**config.mk**
```make
export PLATFORM = sky130hd
export DESIGN_NAME = game_logic
export DESIGN_NICKNAME = d
export VERILOG_FILES = /design/src/rtl/game_pkg.sv /design/src/rtl/frame_tick.sv /design/src/rtl/attack_hit_detect.sv /design/src/rtl/enemy_health.sv /design/src/rtl/game_logic.sv
export SDC_FILE = /design/constraint.sdc
export NUM_CORES = 1
export LEC_CHECK = 0
export ABC_AREA = 1
export BUFFER_PORTS_ARGS = -buffer_cell sky130_fd_sc_hd__buf_2
export CAP_MARGIN = 20
export CORE_MARGIN = 1.5
export CORE_UTILIZATION = 40
export CTS_BUF_LIST = sky130_fd_sc_hd__clkbuf_4 sky130_fd_sc_hd__clkbuf_8
export CTS_CLUSTER_DIAMETER = 60
export DETAILED_ROUTE_END_ITERATION = 10
export PLACE_DENSITY = 0.55
export SLEW_MARGIN = 20
export SYNTH_ARGS = -nofsm -noshare
export SYNTH_HDL_FRONTEND = slang
export SYNTH_SLANG_ARGS = --single-unit
```
**constraint.sdc**
```tcl
create_clock -name Clk -period 2.1 [get_ports Clk]
set_clock_uncertainty 0.1 [all_clocks]
set_input_delay 0.21 -clock Clk [delete_from_list [all_inputs] [get_ports Clk]]
set_output_delay 0.21 -clock Clk [all_outputs]
set_load 0.005 [all_outputs]
```
**src/rtl/game_pkg.sv**
```systemverilog
package game_pkg;

    // Playfield coordinate, 0 to 511 on both axes
    typedef logic [8:0] coord_t;

    // Enemy hit points
    typedef logic [6:0] hp_t;

    // Facing direction code
    typedef logic [1:0] dir_t;

    // Game ticks spent dead
    typedef logic [6:0] tick_cnt_t;

    // Direction codes as sent by the player controller
    localparam dir_t DIR_DOWN  = 2'd0;
    localparam dir_t DIR_LEFT  = 2'd1;
    localparam dir_t DIR_UP    = 2'd2;
    localparam dir_t DIR_RIGHT = 2'd3;

    // One attack strobe worth of data
    typedef struct packed {
        coord_t player_x;
        coord_t player_y;
        dir_t   dir;
        coord_t enemy_x;
        coord_t enemy_y;
    } attack_req_t;

    // Sprite sizes
    localparam coord_t PLAYER_W = 9'd26;
    localparam coord_t PLAYER_H = 9'd26;
    localparam coord_t ENEMY_W  = 9'd26;
    localparam coord_t ENEMY_H  = 9'd26;

    // Attack box, reach along facing and width across it
    localparam coord_t ATTACK_LEN = 9'd100;
    localparam coord_t ATTACK_WID = 9'd16;

    // Health and respawn
    localparam hp_t       MAX_HP        = 7'd100;
    localparam hp_t       DAMAGE        = 7'd25;
    localparam int        FRAME_DIV     = 4;
    localparam tick_cnt_t RESPAWN_TICKS = 7'd80;

endpackage

```
**src/rtl/frame_tick.sv**
```systemverilog
`timescale 1ns/1ps

module frame_tick import game_pkg::*; (
    input  logic Clk,
    input  logic arst_n,
    input  logic frame_clk,
    output logic game_tick
);

    // Synchronizer stages and edge-detect delay
    logic frame_meta;
    logic frame_sync;
    logic frame_dly;
    logic frame_rise;

    // Counts detected frame edges within one game tick
    logic [1:0] div_q;

    // Frame clock is asynchronous to Clk
    always_ff @(posedge Clk or negedge arst_n) begin
        if (!arst_n) begin
            frame_meta <= 1'b0;
            frame_sync <= 1'b0;
            frame_dly  <= 1'b0;
        end else begin
            frame_meta <= frame_clk;
            frame_sync <= frame_meta;
            frame_dly  <= frame_sync;
        end
    end

    // High for one cycle per frame clock rising edge
    assign frame_rise = frame_sync & ~frame_dly;

    // One game tick every FRAME_DIV frame edges
    always_ff @(posedge Clk or negedge arst_n) begin
        if (!arst_n) begin
            div_q     <= 2'd0;
            game_tick <= 1'b0;
        end else begin
            game_tick <= 1'b0;
            if (frame_rise) begin
                if (div_q == 2'(FRAME_DIV - 1)) begin
                    div_q     <= 2'd0;
                    game_tick <= 1'b1;
                end else begin
                    div_q <= div_q + 2'd1;
                end
            end
        end
    end

endmodule

```
**src/rtl/attack_hit_detect.sv**
```systemverilog
`timescale 1ns/1ps

module attack_hit_detect import game_pkg::*; (
    input  logic        Clk,
    input  logic        arst_n,
    input  logic        attack_valid,
    input  attack_req_t attack_req,
    output logic        hit_valid,
    output logic        hit
);

    // One bit wider so box ends past 511 do not wrap
    logic [9:0] player_x;
    logic [9:0] player_y;
    logic [9:0] enemy_x0;
    logic [9:0] enemy_y0;
    logic [9:0] enemy_x1;
    logic [9:0] enemy_y1;

    // Starts of the boxes reaching back toward zero, clipped
    logic [9:0] left_x0;
    logic [9:0] up_y0;

    // Attack box, end coordinates exclusive
    logic [9:0] box_x0;
    logic [9:0] box_x1;
    logic [9:0] box_y0;
    logic [9:0] box_y1;

    logic overlap;

    assign player_x = {1'b0, attack_req.player_x};
    assign player_y = {1'b0, attack_req.player_y};

    // Enemy box
    assign enemy_x0 = {1'b0, attack_req.enemy_x};
    assign enemy_y0 = {1'b0, attack_req.enemy_y};
    assign enemy_x1 = enemy_x0 + {1'b0, ENEMY_W};
    assign enemy_y1 = enemy_y0 + {1'b0, ENEMY_H};

    // Clip at the playfield edge
    assign left_x0 = (attack_req.player_x < ATTACK_LEN) ? 10'd0
                                                         : player_x - {1'b0, ATTACK_LEN};
    assign up_y0   = (attack_req.player_y < ATTACK_LEN) ? 10'd0
                                                         : player_y - {1'b0, ATTACK_LEN};

    always_comb begin
        box_x0 = 10'd0;
        box_x1 = 10'd0;
        box_y0 = 10'd0;
        box_y1 = 10'd0;
        case (attack_req.dir)
            DIR_DOWN: begin
                // Narrow box below the sprite
                box_x0 = player_x;
                box_x1 = player_x + {1'b0, ATTACK_WID};
                box_y0 = player_y + {1'b0, PLAYER_H};
                box_y1 = box_y0 + {1'b0, ATTACK_LEN};
            end
            DIR_UP: begin
                // Ends at the top edge of the sprite
                box_x0 = player_x;
                box_x1 = player_x + {1'b0, ATTACK_WID};
                box_y0 = up_y0;
                box_y1 = player_y;
            end
            DIR_LEFT: begin
                box_x0 = left_x0;
                box_x1 = player_x;
                box_y0 = player_y;
                box_y1 = player_y + {1'b0, ATTACK_WID};
            end
            DIR_RIGHT: begin
                box_x0 = player_x + {1'b0, PLAYER_W};
                box_x1 = box_x0 + {1'b0, ATTACK_LEN};
                box_y0 = player_y;
                box_y1 = player_y + {1'b0, ATTACK_WID};
            end
            default: begin
            end
        endcase
    end

    // Strict compare on both axes, touching edges miss
    assign overlap = (box_x0 < enemy_x1) && (enemy_x0 < box_x1) &&
                     (box_y0 < enemy_y1) && (enemy_y0 < box_y1);

    always_ff @(posedge Clk or negedge arst_n) begin
        if (!arst_n) begin
            hit_valid <= 1'b0;
        end else begin
            hit_valid <= attack_valid;
        end
    end

    // Only meaningful while hit_valid is high
    always_ff @(posedge Clk) begin
        hit <= overlap;
    end

endmodule

```
**src/rtl/enemy_health.sv**
```systemverilog
`timescale 1ns/1ps

module enemy_health import game_pkg::*; (
    input  logic Clk,
    input  logic arst_n,
    input  logic game_tick,
    input  logic hit_valid,
    input  logic hit,
    output hp_t  enemy_hp,
    output logic enemy_alive
);

    typedef enum logic {
        ST_ALIVE,
        ST_RESPAWN
    } state_t;

    state_t    state_q;
    state_t    state_d;
    hp_t       hp_q;
    hp_t       hp_d;
    tick_cnt_t cnt_q;
    tick_cnt_t cnt_d;
    tick_cnt_t cnt_inc;

    assign cnt_inc = cnt_q + 7'd1;

    always_comb begin
        state_d = state_q;
        hp_d    = hp_q;
        cnt_d   = cnt_q;
        case (state_q)
            ST_ALIVE: begin
                if (hit_valid && hit) begin
                    // Saturate at zero, then start the respawn wait
                    if (hp_q <= DAMAGE) begin
                        hp_d    = '0;
                        cnt_d   = '0;
                        state_d = ST_RESPAWN;
                    end else begin
                        hp_d = hp_q - DAMAGE;
                    end
                end
            end
            ST_RESPAWN: begin
                // Hits are ignored while dead
                if (game_tick) begin
                    cnt_d = cnt_inc;
                    if (cnt_inc == RESPAWN_TICKS) begin
                        hp_d    = MAX_HP;
                        state_d = ST_ALIVE;
                    end
                end
            end
            default: begin
                state_d = ST_ALIVE;
            end
        endcase
    end

    always_ff @(posedge Clk or negedge arst_n) begin
        if (!arst_n) begin
            state_q <= ST_ALIVE;
            hp_q    <= MAX_HP;
            cnt_q   <= '0;
        end else begin
            state_q <= state_d;
            hp_q    <= hp_d;
            cnt_q   <= cnt_d;
        end
    end

    // State and hit points change on the same edge
    assign enemy_alive = (state_q == ST_ALIVE);
    assign enemy_hp    = hp_q;

endmodule

```
**src/rtl/game_logic.sv**
```systemverilog
`timescale 1ns/1ps

module game_logic import game_pkg::*; (
    input  logic        Clk,
    input  logic        arst_n,
    input  logic        frame_clk,
    input  logic        attack_valid,
    input  attack_req_t attack_req,
    output logic        hit_valid,
    output logic        hit,
    output hp_t         enemy_hp,
    output logic        enemy_alive
);

    // Slow tick for the respawn timer
    logic game_tick;

    frame_tick u_frame_tick (
        .Clk       (Clk),
        .arst_n    (arst_n),
        .frame_clk (frame_clk),
        .game_tick (game_tick)
    );

    // One register stage from strobe to hit result
    attack_hit_detect u_attack_hit_detect (
        .Clk          (Clk),
        .arst_n       (arst_n),
        .attack_valid (attack_valid),
        .attack_req   (attack_req),
        .hit_valid    (hit_valid),
        .hit          (hit)
    );

    // Hit result also leaves the top level unchanged
    enemy_health u_enemy_health (
        .Clk         (Clk),
        .arst_n      (arst_n),
        .game_tick   (game_tick),
        .hit_valid   (hit_valid),
        .hit         (hit),
        .enemy_hp    (enemy_hp),
        .enemy_alive (enemy_alive)
    );

endmodule

```
# Word level (Yosys, flattened, before mapping)

Cells that the tools add are included.
W data, S select, Z words.

$add $sub $neg: 13
$lt $le $gt $ge: 7
Eq/ne operators: 9
Multiplexer cells: 23
Bitwise operators: 3
Reductions and logical operators: 9

Operators by type and width:

| operator                | count |
|---|---|
| $pmux W10 S3            | 4 |
| $add A9 B5 Y10 const B  | 6 |
| $mux W7                 | 7 |
| $pmux W7 S2             | 2 |
| $add A10 B7 Y10 const B | 2 |
| $lt A10 B10 Y1          | 2 |
| $lt A9 B10 Y1           | 2 |
| $mux W10                | 2 |
| $sub A9 B7 Y10 const B  | 2 |
| $lt A9 B7 Y1 const B    | 2 |
| $add A7 B1 Y7 const B   | 1 |
| $eq A7 B7 Y1 const B    | 1 |
| $le A7 B5 Y1 const B    | 1 |
| $sub A7 B5 Y7 const B   | 1 |
| $eq A2 B2 Y1 const B    | 3 |
| $mux W1                 | 6 |
| $reduce_and A3 Y1       | 2 |
| $logic_and A1 B1 Y1     | 4 |
| $ne A2 B1 Y1 const B    | 2 |
| $ne A2 B2 Y1 const B    | 2 |
| $reduce_or A2 Y1        | 2 |
| $add A2 B1 Y2 const B   | 1 |
| $eq A2 B1 Y1 const B    | 1 |
| $logic_not A2 Y1        | 1 |
| other kinds (4)         | 5 |

Register bits after elaboration: 23
Input bits: 42
Output and inout bits: 10
Word-level logic and storage cells: 74

# Longest topological paths before layout

Gate-level depths: netlist (run 1).

Word-level depth: 7
Gate-level depth with buffers: 21
Mapped depth without buffers: 21

# Cells and area by module

Synthesis (run 1) repeated with hierarchy kept, for this count alone.

Cell total of the unflattened synthesis: 579
Area total of the unflattened synthesis: 3,751.1 µm²

By module, submodules not included:

| module            | times used | cells each | area each (µm²) | seq. area each (µm²) |
|---|---|---|---|---|
| attack_hit_detect | 1          | 423        | 2,546.2         | 45.0 |
| enemy_health      | 1          | 136        | 992.2           | 379.1 |
| frame_tick        | 1          | 20         | 212.7           | 150.1 |

# Worst setup path after synthesis (run 1)

No wires, ideal clock.

Kind: input -> register
Start: in attack_req[23] (netlist name)
End: reg u_attack_hit_detect.hit
Library setup time: 0.064 ns
Arrival time: 2.107 ns
Required time: 1.936 ns
Setup slack: -0.170 ns
Cell stages on the path: 17
Path buffers: 0
Cells stage by stage: inv_1 > ha_1 > inv_1 > nand2_1 > nand2_1 > nand2_1 > nand3_1 > o21ai_0 > a221oi_1 > ha_1 > a21oi_1 > nor2_1 > a211oi_1 > o21ai_0 > a21oi_1 > nand3_1 > nor2_1

Cells in the longest elaborated chain, start to end: 6
Elaborated cells between the ends (all ways): 12
Classes of those cells: add/sub: 4; order compare: 3; mux: 3; reduce/logical: 2

RTL lines:

| element                                                                | line                    | source |
|---|---|---|
| from (decl)                                                            | game_logic.sv:8         | `input attack_req_t attack_req,` |
| parallel branches: the longest is 5 deep, another holds $add A9 B5 Y10 | --                      |  |
| $logic_and A1 B1 Y1 *                                                  | attack_hit_detect.sv:86 | `(box_y0 < enemy_y1) && (enemy_y0 < box_y1);` |
| net u_attack_hit_detect.overlap                                        | attack_hit_detect.sv:30 | `logic overlap;` |
| to (signal assigned)                                                   | attack_hit_detect.sv:98 | `hit <= overlap;` |
| to (decl)                                                              | attack_hit_detect.sv:9  | `output logic hit` |

Mark *: on every way through the listed nets, which the timed path passes.
A chain may end at the register's enable or synchronous reset.

# Final worst setup path (run 1)

Same ends and word-level chain as after synthesis.

==> run summary, run 1 <==
final WL -> 10500 µm
Pleak -> 2.77 nW
Placement Setup Slack -> -603 ps
power density cells -> 460 nW/µm²
mapped cell area -> 3590 µm²
Routability Congestion -> 0.885
post-route setup slack -> -143 ps
antenna violations before repair -> 0
Fin. Hold Viols -> 0
worst-path cell chain -> buf_8 > clkinvlp_4 > ha_4 > inv_2 > nand2_2 > nand2_4 > nand2_4 > nand3_4 > buf_6 > buf_4 > buf_4 > nand2_1 > a21oi_2 > ha_1 > nand2_1 > o21a_1 > o21ai_2 > a21oi_2 > nand3_1 > nor2_1
drt initial violations -> 92
Die W -> 97.8 µm
Post-Synth XOR/XNOR Area -> 8.01%
unrepaired setup endpoints after global routing -> true
period utilization -> 107%
core area -> 8720 µm²
hpwl dp -> 8530 µm
Yosys top cell by area -> ha_1
HP Class -> flop to flop
Synth Register Bits -> 23
Die Ht -> 97.8 µm
worst path arrival time -> 2350 ps
Max VDD drop -> 0.000248 V
Worst Path Buf+Inv -> 6
Compound-Gate Fraction of Synth Area -> 17.3%
Max-cap violations -> 0
Fillers -> 806
Crit Path Class -> primary input to flop
most used cells in the layout excluding fill and tap cells -> nand2_1 (137), buf_4 (111), inv_1 (68), buf_2 (47), ha_1 (43)
CP peak stage delay -> 280 ps
average size of a mapped cell -> 6.45 µm²
clock tree sinks -> 23
largest net degree at the start of global routing -> 23
top_reg_cell synth -> dfrtp_1
Area contributors post-synth -> ha_1 (18%), nand2_1 (16%), dfrtp_1 (13%), inv_1 (8.0%), nand3_1 (5.4%)
final setup vio count -> 1
Worst EP required -> 2200 ps
sequential-to-total area share from yosys stat -> 16.0%
synthesized instance count -> 557
Slew @ Worst Pin -> 538 ps
Setup crit start kind -> primary input
status -> finished with violations
CTS tree -> yes
final hold slack -> 255 ps
CTS clk-pin slew, worst paths -> 70 ps
std cell rows -> 34
Slew headroom -> 63.8%
CTS buffer count -> 3
Detailed Routing Iterations Pass 1 -> 6
met2 usage in global routing -> 40.1%
met3 GRT Util -> 2.29%
net count reported at finish -> 820
async set-or-reset flop fraction in the synthesized netlist -> 95.7%
commonest non-fill, non-tap cell in the layout -> nand2_1
post-synth net total -> 652
min Tclk post-route -> 2240 ps
Global Route met1 Usage -> 27.0%
Antenna Diode Count -> 0
Synth Warn # -> 0
CP delay by family, top -> buffers and inverters
post-synthesis simple-gate area fraction -> 30.7%
grt ovf -> 0
CTS root buf -> clkbuf_8
Starting Density -> 41.2%
clk_lat worst skew -> 270 ps
Max clock buf depth -> 2
die area -> 9560 µm²
largest family of logic cells by synthesized area -> simple AND/OR/NAND/NOR gates
post-synthesis mux area share -> 0.279%
GR peak layer -> met2
highest clock rate -> 446 MHz
first-pass GRT wire length -> 17500 µm
Max Slew Vio Count -> 0
CP Max Fanout -> 5
Synth cell types -> 44
via count -> 4187
drt wl/cell -> 12.6 µm
CP Capture Type -> flop
Post-DRT Antenna Nets -> 0
drt drc -> 0
vias in the first global route -> 4030
Vias/cell -> 5.03
failing checks -> negative setup slack
GR Util All Layers -> 21.8%
final setup TNS -> -143 ps
htree depth -> 1
Yosys top cell area share -> 18.5%
layout cells sized above 1 -> 35.9%
number of synthesized flops with an enable pin -> 0
PortBufs -> 51
Adder-Cell Fraction of Synth Area -> 18.5%
Ports -> 52
synth-to-layout area growth -> 49.5%
critical path's slowest cell -> ha_1
==> registers in the layout (all words and copies together), names as in the netlist <==
register and cells:
u_attack_hit_detect.hit 1, u_attack_hit_detect.hit_valid 1, u_enemy_health.cnt_q 7, u_enemy_health.enemy_hp 7, u_enemy_health.state_q 1, u_frame_tick.div_q 2
u_frame_tick.frame_dly 1, u_frame_tick.frame_meta 1, u_frame_tick.frame_sync 1, u_frame_tick.game_tick 1
==> final cells by class <==
| type | count | area (µm²) | share of cell area (%) |
|---|---|---|---|
| Inverter | 79 | 308 | 5.73 |
| Multi-Input combinational cell | 448 | 3090 | 57.6 |
| Timing Repair Buffer | 170 | 1210 | 22.6 |
| Clock buffer | 4 | 48.8 | 0.908 |
| Tap cell | 108 | 135 | 2.52 |
| Sequential cell | 23 | 574 | 10.7 |
==> cells in the mapped netlist, types with 2 or more instances <==
library cell    n
a211oi_1        2
a21o_1          2
a21oi_1        28
a221oi_1        5
a22oi_1         2
a2bb2oi_1       2
a31oi_1         4
clkbuf_1        5
clkinv_1        2
dfrtp_1        19
dfstp_2         3
ha_1           53
inv_1          77
nand2_1       156
nand3_1        39
nand3_2         2
nand4_1         6
nor2_1         33
nor2_2          3
nor3_1          9
nor3b_1         2
o211ai_1        5
o21a_1          5
o21ai_0        38
o221ai_1        2
o22ai_1         5
o31ai_1         2
xnor2_1        10
xor2_1         21
==> through the flow <==
stage          power, mW  instances  util, %  cell area, µm²
2_1_floorplan       1.49        557        -            3620
3_3_place_gp        2.00        817     55.1            4800
3_5_place_dp        2.03        817     55.1            4800
4_1_cts             2.41        830     59.4            5180
5_1_grt             2.72        832     61.6            5370
6_report            2.47        832     61.6            5370
==> routing by layer <==
metal	share of wire, %	vias up
li1	-	2199
met1	45	1897
met2	50	73
met3	2.8	18
met4	2.3	0
met5	0	-
==> timing repair <==
item,4_1_cts,5_1_grt
hold buffers,3,0
hold endpoints to repair,21,0
resized for setup,66,45
pin swaps,35,38
setup buffers,6,2
endpoints found under the setup margin,1,8
==> final timing paths <==
| check | from | to | slack, ps | cells past startpoint |
|---|---|---|---|---|
| max | attack_req[23] | u_attack_hit_detect.hit$_DFF_P_ | -140 | 20 |
| min | u_frame_tick.frame_meta$_DFF_PN0_ | u_frame_tick.frame_sync$_DFF_PN0_ | 250 | 0 |
| max reg2reg | u_enemy_health.cnt_q[0]$_DFFE_PN0P_ | u_enemy_health.enemy_hp[1]$_DFFE_PN0P_ | 200 | 7 |
| min reg2reg | u_frame_tick.frame_meta$_DFF_PN0_ | u_frame_tick.frame_sync$_DFF_PN0_ | 250 | 0 |
| max in group asynchronous | arst_n | u_enemy_health.enemy_hp[5]$_DFFE_PN1P_ | 1220 | 2 |
| min in group asynchronous | arst_n | u_enemy_health.enemy_hp[4]$_DFFE_PN0P_ | 330 | 2 |
==> where the power goes <==
group	total, mW	switching (mW)	internal [mW]
clock network	0.287	0.139	0.148
registers	0.682	0.115	0.567
logic	1.50	0.802	0.699
total	2.47	1.06	1.41
==> logic make-up (layout without fill, tap and decap cells) <==
kind of cell,Yosys count,count (layout)
AO/OA/AOI/OAI,105,105
XOR/XNOR,32,32
adder cells (fa/ha/maj),53,53
buffers and inverters,86,253
flip-flops,23,23
multiplexers,1,1
AND/OR/NAND/NOR,257,257
Note: power is estimated with default switching activity, not from simulation.
==> run 2, diff against run 1 <==
--- a/config.mk
+++ b/config.mk
@@ -13,7 +13,7 @@
 export CTS_BUF_LIST = sky130_fd_sc_hd__clkbuf_4 sky130_fd_sc_hd__clkbuf_8
 export CTS_CLUSTER_DIAMETER = 60
 export DETAILED_ROUTE_END_ITERATION = 10
-export PLACE_DENSITY = 0.55
+export PLACE_DENSITY = 0.61
 export SLEW_MARGIN = 20
 export SYNTH_ARGS = -nofsm -noshare
 export SYNTH_HDL_FRONTEND = slang
==> run summary, run 2 (synthesis results as in run 1) <==
unrepaired setup endpoints after global routing -> true
PortBufs -> 51
hpwl dp -> 8380 µm
Ports -> 52
power density cells -> 467 nW/µm²
CTS clk-pin slew, worst paths -> 80 ps
vias in the first global route -> 4200
layout cells sized above 1 -> 32.9%
Placement Setup Slack -> -692 ps
die area -> 9560 µm²
Placed Cells incl. Taps -> 810
core area -> 8720 µm²
Max clock buf depth -> 2
std cell rows -> 34
net count reported at finish -> 811
Net Sw Frac -> 43.2%
CTS tree -> yes
status -> finished with violations
Worst EP required -> 2160 ps
Worst Reg-to-Reg Cells -> 7
part of the power in registers -> 27.9%
Max Slew Vio Count -> 0
Fin. Hold Viols -> 0
CTS root buf -> clkbuf_8
Finished Core Util -> 59.8%
drt initial violations -> 150
drt wl/cell -> 12.8 µm
first-pass GRT wire length -> 18100 µm
clk_lat worst skew -> 270 ps
antenna violations before repair -> 0
Slew @ Worst Pin -> 499 ps
GR Util All Layers -> 22.4%
Vias/cell -> 5.07
final hold slack -> 265 ps
Clk pwr share -> 12.2%
worst path arrival time -> 2390 ps
clock tree sinks -> 23
CTS buffer count -> 3
hold worst-path end -> u_frame_tick.frame_sync$_DFF_PN0_
R2R setup slack -> 200 ps
HP Class -> flop to flop
min Tclk post-route -> 2330 ps
Max-cap violations -> 0
CP Max Fanout -> 4
Starting Density -> 41.2%
Die W -> 97.8 µm
Fillers -> 780
final WL -> 10500 µm
Setup crit start kind -> primary input
largest net degree at the start of global routing -> 23
htree depth -> 1
post-route setup slack -> -228 ps
Die Ht -> 97.8 µm
failing checks -> negative setup slack
synth-to-layout area growth -> 45.2%
Pleak -> 2.71 nW
via count -> 4169
reg-to-reg endpoint -> u_enemy_health.enemy_hp[0]$_DFFE_PN0P_
grt ovf -> 0
commonest non-fill, non-tap cell in the layout -> nand2_1
Tot Pwr -> 2.44 mW
Net Sw Power -> 1.05 mW
drt drc -> 0
highest clock rate -> 430 MHz
Worst Hold Launch -> u_frame_tick.frame_meta$_DFF_PN0_
Detailed Routing Iterations Pass 1 -> 4
Layout Cells excl Fill -> 823
CP Capture Type -> flop
Comb power frac -> 59.9%
Post-DRT Antenna Nets -> 0
Hold Crit Depth -> 0
final setup vio count -> 1
reg-to-reg startpoint -> u_enemy_health.cnt_q[1]$_DFFE_PN0P_
Crit Path Class -> primary input to flop
period utilization -> 111%
most used cells in the layout excluding fill and tap cells -> nand2_1 (142), buf_4 (102), inv_1 (70), buf_2 (47), ha_1 (45)
Int Pwr -> 1.38 mW
Slew headroom -> 66.7%
Antenna Diode Count -> 0
Routability Congestion -> 0.900
Max VDD drop -> 0.000292 V
-- run 2: worst max-delay path, cell delays in order --
cell,delay [ps]
buf_2,120
clkinvlp_4,140
ha_4,190
nand3_1,90
nand3_2,140
xnor2_2,230
nand3_2,140
xor2_1,170
nand2_1,60
o211ai_1,90
ha_1,310
nand2_1,50
inv_1,50
nand2_1,50
nand2_1,80
a21oi_2,60
a21oi_2,140
nor2_1,70
-- run 2: worst max path at each step --
stage,from,to,slack (ps),cells after the start
6_report,attack_req[24],u_attack_hit_detect.hit$_DFF_P_,-230,18
5_1_grt,attack_req[24],u_attack_hit_detect.hit$_DFF_P_,-380,18
4_1_cts,attack_req[32],u_attack_hit_detect.hit$_DFF_P_,-220,23
3_5_place_dp,attack_req[23],u_attack_hit_detect.hit$_DFF_P_,-690,18
3_3_place_gp,attack_req[23],u_attack_hit_detect.hit$_DFF_P_,-660,18
2_1_floorplan,attack_req[23],u_attack_hit_detect.hit$_DFF_P_,-110,17
-- run 2: power groups by stage --
stage	clock, mW	sequential, mW	combinational [mW]
2_1_floorplan	0	0.671	0.819
3_3_place_gp	0	0.682	1.30
3_5_place_dp	0	0.689	1.33
4_1_cts	0.303	0.680	1.40
5_1_grt	0.329	0.702	1.66
6_report	0.296	0.681	1.46
-- run 2: per-layer routing --
layer | up-vias | routed length (µm) | global-route usage (%)
li1 | 2183 | - | -
met1 | 1885 | 4730 | 27.5
met4 | 0 | 148 | 5.60
met3 | 16 | 347 | 2.86
met2 | 85 | 5290 | 41.3
met5 | - | 0 | 0
-- run 2: metrics by stage --
stage	TNS (ps)	area, µm²
floorplan	-112	3620
global placement	-664	4750
detailed placement	-692	4750
CTS	-215	5030
global route	-377	5220
finish	-228	5220
-- run 2: final cells by class --
class | count | area [µm²] | area share [%]
timing repair buffer | 161 | 1140 | 21.9
clock buffer | 4 | 48.8 | 0.935
inverter | 79 | 308 | 5.90
tap | 108 | 135 | 2.59
multi-input combinational | 448 | 3010 | 57.7
sequential | 23 | 574 | 11.0
-- run 2: timing repair --
action / 4_1_cts / 5_1_grt
buffers inserted: 5 / 1
endpoints found under the hold margin: 21 / 0
resized for setup: 41 / 42
pin swaps: 27 / 19
endpoints found under the setup margin: 1 / 8
hold buffers: 3 / 0
